### config.mk
export PLATFORM = sky130hd
export DESIGN_NAME = line_timing
export DESIGN_NICKNAME = d
export VERILOG_FILES = /design/src/logic/line_timing.sv
export SDC_FILE = /design/constraint.sdc
export NUM_CORES = 1
export LEC_CHECK = 0
export BUFFER_PORTS_ARGS = -buffer_cell sky130_fd_sc_hd__buf_2
export CAP_MARGIN = 20
export CORE_AREA = 2 2 39 41
export CTS_CLUSTER_SIZE = 20
export DETAILED_ROUTE_END_ITERATION = 12
export DIE_AREA = 0 0 41 43
export GPL_ROUTABILITY_DRIVEN = 0
export PLACE_DENSITY = 0.73
export REMOVE_ABC_BUFFERS = 1
export SLEW_MARGIN = 10
export SYNTH_ARGS = -nofsm -noshare
export SYNTH_HDL_FRONTEND = slang
export SYNTH_SLANG_ARGS = --single-unit
### constraint.sdc
create_clock -name clk -period 1.6 [get_ports clk]
set_input_delay 0 -clock clk [delete_from_list [all_inputs] [get_ports clk]]
set_output_delay 0 -clock clk [all_outputs]
set_load 0.02 [all_outputs]
### src/logic/line_timing.sv
// horizontal timing: VGA line start, source line start every second
// line, and the hsync pulse
`timescale 1ns/1ps
`default_nettype none

module line_timing #(
	parameter int LINE_CLOCKS  = 858,
	parameter int HSYNC_CLOCKS = 62
) (
	input  wire   clk,
	input  wire   reset,
	output logic  line_start,
	output logic  src_line_start,
	output logic  hsync
);

	localparam int CW = $clog2(LINE_CLOCKS);

	localparam logic [CW-1:0] CNT_LAST  = CW'(LINE_CLOCKS - 1);
	localparam logic [CW-1:0] SYNC_LEN  = CW'(HSYNC_CLOCKS);

	logic [CW-1:0] cnt;     // clock within the VGA line
	logic          parity;  // low on lines that begin a source line
	logic          wrap;

	assign wrap = (cnt == CNT_LAST);

	// clock counter, starts at 0 right out of reset
	always_ff @(posedge clk)
	begin
		if (reset)
		begin
			cnt    <= '0;
			parity <= 1'b0;
		end
		else
		begin
			cnt <= wrap ? '0 : cnt + 1'b1;
			if (cnt == '0)
			begin
				parity <= ~parity;
			end
		end
	end

	// outputs registered from the count
	always_ff @(posedge clk)
	begin
		if (reset)
		begin
			line_start     <= 1'b0;
			src_line_start <= 1'b0;
			hsync          <= 1'b0;
		end
		else
		begin
			line_start     <= (cnt == '0);
			src_line_start <= (cnt == '0) && !parity;
			hsync          <= (cnt < SYNC_LEN);  // counts 0 .. HSYNC_CLOCKS-1
		end
	end

endmodule

`default_nettype wire

Word-level counts from Yosys, hierarchy flattened
Index checks and enable logic that the tools add are counted.
Storage, ports and cells
  register bits: 14
  input bits: 2
  output and inout port bits: 3
Operators by class
  $add $sub $neg: 1
  $lt $le $gt $ge: 1
  eq/ne operators: 1
  bitwise gates (word level): 1
  reductions and logical operators: 4
Operators with widths (number)
  10-bit by 1-bit adder with 10-bit output, second input constant: 1
  10-bit == test, second input constant: 1
  10-bit logical NOT: 1
  10-bit by 6-bit < comparator with 1-bit output, second input constant: 1
  2-bit OR reduction: 1
  1-bit logical AND: 1
  1-bit logical NOT: 1
  1-bit NOT: 1

Longest topological paths before layout
  word-level depth: 2
  mapped depth: 5

Worst setup path after synthesis
Ideal clock, no wire load.
  path type: flip-flop to flip-flop
  start: register cnt[2]
  end: register cnt[2]
  library setup time: 0.136 ns
  data arrival time: 1.199 ns
  required time: 1.464 ns
  path slack: 0.264 ns
  stages on the path, launching flop included: 5
  path through: dfxtp_1 buf_6 nand4bb_1 o41ai_4 nor2_1
Between the ends
  longest elaborated chain between the ends: 2
RTL lines
  start: declaration: line 22  | logic [CW-1:0] cnt;
  start signal: assignment: line 38  | cnt <= wrap ? '0 : cnt + 1'b1;
  branches (longest 2 deep; another with 10-bit by 1-bit adder with 10-bit output)
Parallel ways; which one is timed is not known.
A chain may end at the register's enable or synchronous reset.

Final worst setup path
  start: register cnt[3]
  end: register cnt[9]
Same word-level chain as after synthesis.

==> out/qor.txt <==
Compound-Gate Fraction of Synth Area: 12.50%
main combinational cell family by area after synthesis: simple AND/OR/NAND/NOR gates
Peak supply drop: 0.4515 mV
ant diodes: 0
I/O pin cnt: 5
first-pass GRT wire length: 1952 um
drt total wl: 1193 um
busiest grt layer: met2
crit-path leading delay family: simple AND/OR/NAND/NOR gates
crit path launch type: flop
CTS resizes: 0
CP arrival: 1.61 ns
Period minus WS final: 1.378 ns
standard-cell rows: 14
register bit count reported by yosys: 14
total vias in the final route: 507
Power Dens Cells: 964.0 nW/um2
CTS Root Cell: clkbuf_4
Initial Util: 46.29%
Worst EP required: 1.83 ns
fraction of layout cells with a size suffix above 1: 17.28%
Clk pin slew, worst setup/hold paths: 0.08 ns
Synth area leader: dfxtp_1
Sw Share: 24.13%
period utilization: 86.12%
setup violators final: 0
synthesized cell area: 640.6 um2
post-synthesis xor/xnor area fraction: 4.102%
met3 usage: 6.283%
worst setup path end: cnt[9]$_SDFF_PP0_
outcome: completed
RSZ-0062 raised after global routing: false
DR iter-0 viols: 11
Post-Synth Adder-Cell Area: 5.859%
Worst Reg2Reg Path Length in Cells: 3
Comb pwr share: 10.4%
number of global-route vias before repair: 470
max incr delay on CP: 0.51 ns
Area Growth Syn to Fin: 15.23%
Worst Setup End Kind: flop
crit-path cells: nand4_2 > or4_1 > a21oi_1
H-tree levels: 1
CTS max path bufs: 2
final setup TNS: 0 ns
YS warnings: 0
Bufs and invs on worst path: 0
Post-CTS Setup Bufs: 0
1st-pass router iterations: 4
Routed Antenna Nets: 0
hold wc startpoint: parity$_SDFFE_PP0N_
Setup CP Type: reg -> reg
initial antenna violation count: 0
reg-to-reg startpoint: cnt[3]$_SDFF_PP0_
CTS Sinks: 14
multiplexer share of the synthesized area: 1.758%
sequential share of the synthesized area: 43.75%
final-stage net count: 87
CP Launch Point: cnt[3]$_SDFF_PP0_
Psw: 171.7 uW
synth top area cells: dfxtp_1 (44%), ha_1 (5.9%), o41ai_4 (4.3%)
average size of a mapped cell: 9.152 um2
routing usage on met2: 25.00%
# DRC: 0
Clk pwr share: 36.4%
vias per inst: 5.227
CP max-delay cell: or4_1
HPWL Detailed: 895.5 um
CP Depth: 3
Synth Area in Simple Gates: 27.34%
Design Power: 711.6 uW
Mapped Cells: 70
Synth top area share: 43.75%
Max FO, Critical Path: 6
routed len/inst: 12.30 um
Flop pwr share: 53.2%
Max Clock Skew: 0.001054 ns
All-Layer GR Usage: 17.36%
internal cell power: 539.9 uW
slew margin rel.: 75.89%
Clk Latency, worst-skew pair: 0.29 ns
core area: 1384 um2
Die Ht: 43 um
Final Slew Violations: 0
met1 Resource Use GR: 20.26%
Hold Path Class: reg -> reg
CTS Buf Count: 3
grt total ovfl: 0
R2R Setup Slk: 0.22 ns
CTS tree: built
Die W: 41 um
final hold vios: 0
max-cap viol count: 0
Critical R2R Capture: cnt[9]$_SDFF_PP0_
port bufs: 4
pin count of the biggest net entering global routing: 9
top achievable clock speed: 0.7257 GHz
pin slew with the least headroom to its limit: 0.3584 ns
DIE AREA: 1763 um2
Static Leak: 0.0003024 uW
Yosys cell types: 22
==> state kept, by name (all words and copies together) (netlist names) <==
| signal | flops |
|---|---|
| line_start | 1 |
| parity | 1 |
| src_line_start | 1 |
| cnt | 10 |
| hsync | 1 |
==> worst reg2reg max path, cell delays in order, from the launching register on <==
cell and delay, ns:
dfxtp_1 0.45, nand4_2 0.21, or4_1 0.52, a21oi_1 0.14
==> layer usage <==
layer  routed length (um)  share of wire [%]
met2                  536                 45
met4                   42                3.5
met5                    0                  0
met1                  562                 47
met3                   51                4.3
==> Yosys cell counts <==
master,instances
a21oi_1,5
buf_6,1
dfxtp_1,14
ha_1,3
inv_1,5
mux2_2,1
nand2_1,5
nand3_1,5
nand4_1,1
nand4_2,1
nand4bb_1,1
nor2_1,7
nor2b_1,1
nor3_1,2
nor4_1,3
o21ai_0,4
o31ai_1,1
o41ai_4,1
or3_1,4
or4_1,2
xnor2_1,1
xor2_1,2
==> what timing repair did <==
item,4_1_cts,5_1_grt
hold buffers,1,0
endpoints found under the hold margin,3,0
endpoints found under the setup margin,0,0
==> power by group through the flow <==
stage	clock network, uW	logic [uW]	registers, uW
2_1_floorplan	0	39.0	395
3_3_place_gp	0	70.8	386
3_5_place_dp	0	72.1	387
4_1_cts	264	74.2	379
5_1_grt	275	84.5	383
6_report	259	74.0	379
==> layout make-up <==
type	count	area, um2
Clock buffer	4	36.28
Sequential cell	14	280.3
Multi-Input combinational cell	50	330.3
Inverter	5	18.77
Fill cell	128	645.6
Timing Repair Buffer	8	52.55
Tap cell	16	20.02
==> cell families (layout without fill, tap and decap cells) <==
logic type               count (synthesis)  in the layout
XOR/XNOR                                 3              3
adder cells (fa/ha/maj)                  3              3
AND/OR/NAND/NOR                         32             32
buffers and inverters                    6             17
flip-flops                              14             14
AO/OA/AOI/OAI                           11             11
multiplexers                             1              1
==> worst min-delay path by stage <==
stage | slack (ns) | endpoint | cells past startpoint
2_1_floorplan | 0.08 | src_line_start$_SDFF_PP0_ | 1
3_3_place_gp | 0.26 | src_line_start$_SDFF_PP0_ | 2
3_5_place_dp | 0.25 | src_line_start$_SDFF_PP0_ | 2
4_1_cts | 0.45 | src_line_start$_SDFF_PP0_ | 1
5_1_grt | 0.47 | src_line_start$_SDFF_PP0_ | 1
6_report | 0.45 | src_line_start$_SDFF_PP0_ | 1
==> stage by stage <==
step	utilization (%)	cell area, um2	worst slack [ns]	cells	hold slack (ns)
4_1_cts	53.35	738.2	0.2248	97	0.4462
3_3_place_gp	50.00	691.9	0.2748	92	0.2562
2_1_floorplan	-	629.4	0.2929	69	0.07845
3_5_place_dp	50.00	691.9	0.2535	92	0.2464
6_report	53.35	738.2	0.2220	97	0.4461
5_1_grt	53.35	738.2	0.1132	97	0.4725
==> cell usage in the layout, fill, tap and decap left out, types with 2 or more instances in the layout <==
cell type,n
nor2_1,7
or3_1,4
nand2_1,5
o21ai_0,4
a21oi_1,5
nor3_1,2
xor2_1,2
buf_2,4
nand3_1,5
clkbuf_4,3
or4_1,2
dfxtp_1,14
ha_1,3
inv_1,5
nor4_1,3
buf_4,3
(Power assumes the default switching activity.)
