<file path="src/logic/vga_pkg.sv">
// shared types for the VGA scan doubler
// pixel and buffer address widths, APB register map, datapath configuration
`default_nettype none

package vga_pkg;

	// 6-bit colour, as sent to the DAC
	typedef logic [5:0] pixel_t;

	// {bank[1:0], page, offset[7:0]}
	typedef logic [10:0] buf_addr_t;

	typedef logic [7:0] apb_addr_t;  // byte address
	typedef logic [31:0] apb_data_t;

	// source line counter, wraps
	typedef logic [15:0] line_cnt_t;

	// register map
	localparam apb_addr_t REG_CTRL   = 8'h00;  // bit 0 enable
	localparam apb_addr_t REG_BORDER = 8'h04;  // bits 5:0 border colour
	localparam apb_addr_t REG_LINES  = 8'h08;  // read only

	// configuration handed from the register block to the datapath
	typedef struct packed {
		logic   enable;
		pixel_t border;
	} video_cfg_t;

endpackage

`default_nettype wire

</file>
<file path="src/logic/video_regs.sv">
// APB register block for the scan doubler
// control, border colour and a source line counter
`timescale 1ns/1ps
`default_nettype none

module video_regs (
	input  wire                   clk,
	input  wire                   reset,
	input  vga_pkg::apb_addr_t    paddr,
	input  wire                   psel,
	input  wire                   penable,
	input  wire                   pwrite,
	input  vga_pkg::apb_data_t    pwdata,
	output vga_pkg::apb_data_t    prdata,
	output logic                  pready,
	output logic                  pslverr,
	input  wire                   line_tick,
	output vga_pkg::video_cfg_t   cfg
);

	logic                enable;
	vga_pkg::pixel_t     border;
	vga_pkg::line_cnt_t  lines;
	logic                access;
	logic                mapped;

	assign access = psel && penable;

	always_comb
	begin
		case (paddr)
			vga_pkg::REG_CTRL,
			vga_pkg::REG_BORDER,
			vga_pkg::REG_LINES: mapped = 1'b1;
			default:            mapped = 1'b0;
		endcase
	end

	// writes land in the access phase
	always_ff @(posedge clk)
	begin
		if (reset)
		begin
			enable <= 1'b0;
			border <= '0;
		end
		else if (access && pwrite)
		begin
			if (paddr == vga_pkg::REG_CTRL)
			begin
				enable <= pwdata[0];
			end
			if (paddr == vga_pkg::REG_BORDER)
			begin
				border <= pwdata[5:0];
			end
		end
	end

	// one count per scanin_start, wraps at 16 bits
	always_ff @(posedge clk)
	begin
		if (reset)
		begin
			lines <= '0;
		end
		else if (line_tick)
		begin
			lines <= lines + 16'd1;
		end
	end

	always_comb
	begin
		prdata = '0;
		case (paddr)
			vga_pkg::REG_CTRL:   prdata[0]    = enable;
			vga_pkg::REG_BORDER: prdata[5:0]  = border;
			vga_pkg::REG_LINES:  prdata[15:0] = lines;
			default:             prdata       = '0;
		endcase
	end

	assign pready  = 1'b1;  // no wait states
	assign pslverr = access && !mapped;

	assign cfg.enable = enable;
	assign cfg.border = border;

endmodule

`default_nettype wire

</file>
<file path="config.mk">
export PLATFORM = sky130hd
export DESIGN_NAME = video_regs
export DESIGN_NICKNAME = d
export VERILOG_FILES = /design/src/logic/vga_pkg.sv /design/src/logic/video_regs.sv
export SDC_FILE = /design/constraint.sdc
export NUM_CORES = 1
export LEC_CHECK = 0
export ABC_CLOCK_PERIOD_IN_PS = 1800
export BUFFER_PORTS_ARGS = -buffer_cell sky130_fd_sc_hd__buf_4
export CORE_ASPECT_RATIO = 1.1
export CORE_MARGIN = 1.5
export CORE_UTILIZATION = 38
export CTS_CLUSTER_SIZE = 16
export DETAILED_ROUTE_END_ITERATION = 16
export MAX_ROUTING_LAYER = met4
export PLACE_DENSITY = 0.76
export SKIP_CTS_REPAIR_TIMING = 1
export SLEW_MARGIN = 40
export SYNTH_ARGS = -nofsm -noshare
export SYNTH_HDL_FRONTEND = slang
export SYNTH_SLANG_ARGS = --single-unit
</file>
<file path="constraint.sdc">
create_clock -name clk -period 1.8 [get_ports clk]
set_clock_uncertainty 0.2 [all_clocks]
set_input_delay 0.36 -clock clk [delete_from_list [all_inputs] [get_ports clk]]
set_output_delay 0.36 -clock clk [all_outputs]
set_load 0.1 [all_outputs]
</file>
* Yosys cells after proc, flatten, opt, wreduce, memory -nomap -nowiden
Cells that the tools add are included.
Storage, ports and cells: word-level logic and storage cells 18, memories 0, bits in latches 0, bits in read-only memories 0, memory bits (writable) 0, flip-flop bits (word level) 23
Operators by class: add/subtract/negate cells 1, magnitude comparators 0, bitwise operators 0, reduce and logical (&&, ||, !) cells 8, $mul 0, mux-type cells 4, equality and inequality tests 2, shifts and indexed selects 0, div/mod/pow operators 0
Operators with widths (number):
- 16-bit by 1-bit adder with 16-bit output, second input constant | 1
- 10-bit 2-to-1 mux | 1
- 5-bit one-hot mux with 2 select lines | 1
- 8-bit by 3-bit equality test with 1-bit output, second input constant | 1
- 8-bit by 4-bit equality test with 1-bit output, second input constant | 1
- 8-bit zero test | 1
- 2-bit AND reduction | 2
- 1-bit logical AND | 3
- 1-bit one-hot mux with 3 select lines | 1
- 3-bit OR reduction | 1
- 1-bit zero test | 1
- 1-bit 2-to-1 mux | 1

* Depth between registers and ports, before layout
word-level depth 5, gate-level depth with buffers 5, depth with buffers taken out 4

* Least setup slack after synthesis
No wires, ideal clock.
kind register to output, start point reg border[0], end point out prdata[0], required time 1240 ps, arrival time 2528 ps, path buffers 0, path slack -1288 ps, cell stages (with the launch flop) 5, cell sequence dfxtp_1 mux2i_1 nor2_1 a21oi_1 nor2_1
Between the ends: longest elaborated chain between the ends 1
RTL lines:
- from (decl) | RTL line video_regs.sv:22 | vga_pkg::pixel_t border;
- from (signal assigned) | RTL line video_regs.sv:55 | border <= pwdata[5:0];
- 1-bit one-hot mux with 3 select lines | RTL line video_regs.sv:76 | case (paddr)
- to (decl) | RTL line video_regs.sv:14 | output vga_pkg::apb_data_t prdata,
No other way between the ends.

* Worst setup path after layout
start point in paddr[5], end point out prdata[7]
Between the ends: longest elaborated chain between the ends 2
RTL lines:
- from (decl) | RTL line video_regs.sv:9 | input vga_pkg::apb_addr_t paddr,
- 8-bit by 4-bit equality test with 1-bit output | RTL line video_regs.sv:76
- 10-bit 2-to-1 mux | RTL line video_regs.sv:76
No other way between the ends.

==> metrics.md <==
| Metric | Value |
|---|---|
| Design area | `2160 um2` |
| Top Ports | `87` |
| Worst skew pair latency | `0.33 ns` |
| Placed insts | `262` |
| Minimum clock period | `1.93 ns` |
| First-pass GRT wire length | `4.50 mm` |
| WP data required | `1.24 ns` |
| Crit. End Element | `primary output` |
| Worst Hold Class | `in -> reg` |
| Clock slew at reported path FFs | `0.13 ns` |
| Failing checks | `negative setup slack` |
| Horiz. Die Dim | `59.8 um` |
| Fill count | `291` |
| Post-DP Area | `1870 um2` |
| Final worst-path cycle share | `107%` |
| Worst Path Max Fanout | `10` |
| Final slew viol count | `0` |
| Area of the core | `3360 um2` |
| Vias per cell | `4.63` |
| CTS tree | `done` |
| Total CTS buffers | `3` |
| Final net count | `267` |
| Synthesized area per cell | `8.33 um2` |
| Worst endpoint data arrival time | `1.37 ns` |
| Synth Cell Area | `1350 um2` |
| Fin Setup TNS | `-1.94 ns` |
| Post-route DRC | `0` |
| Warnings from Yosys | `0` |
| TritonCTS Sinks | `23` |
| Total power | `1.05 mW` |
| VDD IR max | `0.339 mV` |
| Starting density of the core | `40.2%` |
| Status | `finished, violations left` |
| Sequential share of the synthesized area | `34.1%` |
| RSZ-0062 raised after global routing | `true` |
| Power Dens Cells | `486 nW/um2` |
| H-tree level count | `1` |
| CTS max path bufs | `2` |
| Total Wirelength | `2.99 mm` |
| First-pass DRT Iterations | `3` |
| Final WS setup | `-0.132 ns` |
| Achievable Freq | `0.518 GHz` |
| Final ANT Viol Nets | `0` |
| Number of distinct library cells after synthesis | `28` |
| Largest net degree at the start of global routing | `26` |
| Root buffer cell | `clkbuf_4` |
| Critical path startpoint category | `input pin` |
| Crit path kind | `in -> out` |
| Final core occ | `64.2%` |
| Max Cap Viol | `0` |
| DR WL/cell | `11.2 um` |
| Overall die height | `65.5 um` |
| DP Wirelength | `2.19 mm` |
| Final Hold Fails | `0` |
| Grt ovf | `0` |
| GRT Util Overall | `15.2%` |
| Non-filler cells, final | `267` |
| Post-Place Setup Slack | `-0.306 ns` |
| Number of global-route vias before repair | `1071` |
| Port Buffers | `43` |
| Final Setup Violations | `17` |
| Placement Rows | `22` |
| Final Hold Slack | `0.0545 ns` |
| Initial drt markers | `33` |
| Placer Congestion | `0.734` |
| Via Count | `1235` |
| Synth-to-Final Area Change | `59.8%` |
| Die area | `3920 um2` |
| #FFs+latches synth | `23` |
| Initial antenna violation count | `0` |
| Share of layout cells above drive strength 1 | `45.7%` |
| Cells after synthesis | `162` |
| Static Leak | `0.939 nW` |
| Ant. Diodes | `0` |
[area by class of cell]
class | instances | area (um2) | area share (%)
clock buffer | 3 | 22.5 | 1.04
clock inverter | 1 | 5.00 | 0.232
multi-input combinational | 131 | 918 | 42.6
sequential | 23 | 468 | 21.7
tap | 48 | 60.1 | 2.79
timing repair buffer | 61 | 682 | 31.6
[flip-flops by register name, summed over array words and instances (netlist names)]
signal and cells:
border 6, lines 16, enable 1
[synth_stat cells (all sizes together)]
library cell	number	area (um2)
a21oi	4	20.0
a22oi	5	37.5
a31oi	1	6.26
and2	10	62.6
and3	4	25.0
and4	2	18.8
buf	19	143
clkbuf	4	15.0
conb	2	7.51
dfxtp	23	460
ha	1	12.5
mux2	2	30.0
mux2i	9	90.1
nand2	10	37.5
nand3	6	30.0
nand4	7	50.1
nor2	29	109
nor2b	4	25.0
nor3	2	10.0
nor4	2	33.8
o21ai	3	15.0
or3	2	12.5
or4b	1	10.0
xnor2	4	35.0
xor2	6	52.6
[metal layers]
layer	wire length [um]	track usage (%)	vias to the layer above
li1	-	-	634
met1	1240	17.8	559
met2	1540	25.4	37
met3	147	2.36	5
met4	55	6.67	0
met5	0	-	-
[final timing paths]
check	slack, ns	cells after the start	startpoint	end
min reg2reg	0.32	2	border[0]$_SDFFE_PP0P_	border[0]$_SDFFE_PP0P_
max	-0.13	5	paddr[5]	prdata[7]
min	0.05	3	pwdata[4]	border[4]$_SDFFE_PP0P_
max reg2reg	0.12	4	lines[7]$_SDFFE_PP0P_	lines[15]$_SDFFE_PP0P_
[report_power, final]
part,internal [mW],switching (mW),total (mW)
clock,0.0836,0.168,0.252
sequential,0.514,0.00472,0.518
combinational,0.0617,0.215,0.277
[placed cells by master (no fill, tap or decap), types with 4 or more instances in the layout]
cell / synthesis / layout
nand4_1: 6 / 6
buf_4: 19 / 41
xnor2_1: 4 / 4
and2_4: 0 / 10
mux2i_1: 9 / 9
dfxtp_2: 0 / 6
nor2_4: 0 / 6
xor2_1: 6 / 6
nor2_1: 29 / 23
nand2_1: 10 / 9
conb_1: 2 / 17
nand3_1: 6 / 6
buf_12: 0 / 17
dfxtp_1: 23 / 17
[kinds of logic after synthesis]
logic type,count (synthesis),synth area share [%]
buffers and inverters,23,11.7
adder cells (fa/ha/maj),1,0.927
XOR/XNOR,10,6.49
flip-flops,23,34.1
AND/OR/NAND/NOR,79,31.4
other,2,0.557
multiplexers,11,8.91
AO/OA/AOI/OAI,13,5.84
[critical path: stages]
cell and delay, ns:
buf_6 0.10, nor4_4 0.28, and3_4 0.30, and2_4 0.17
buf_12 0.16
Power figures use the tool's default switching activity.
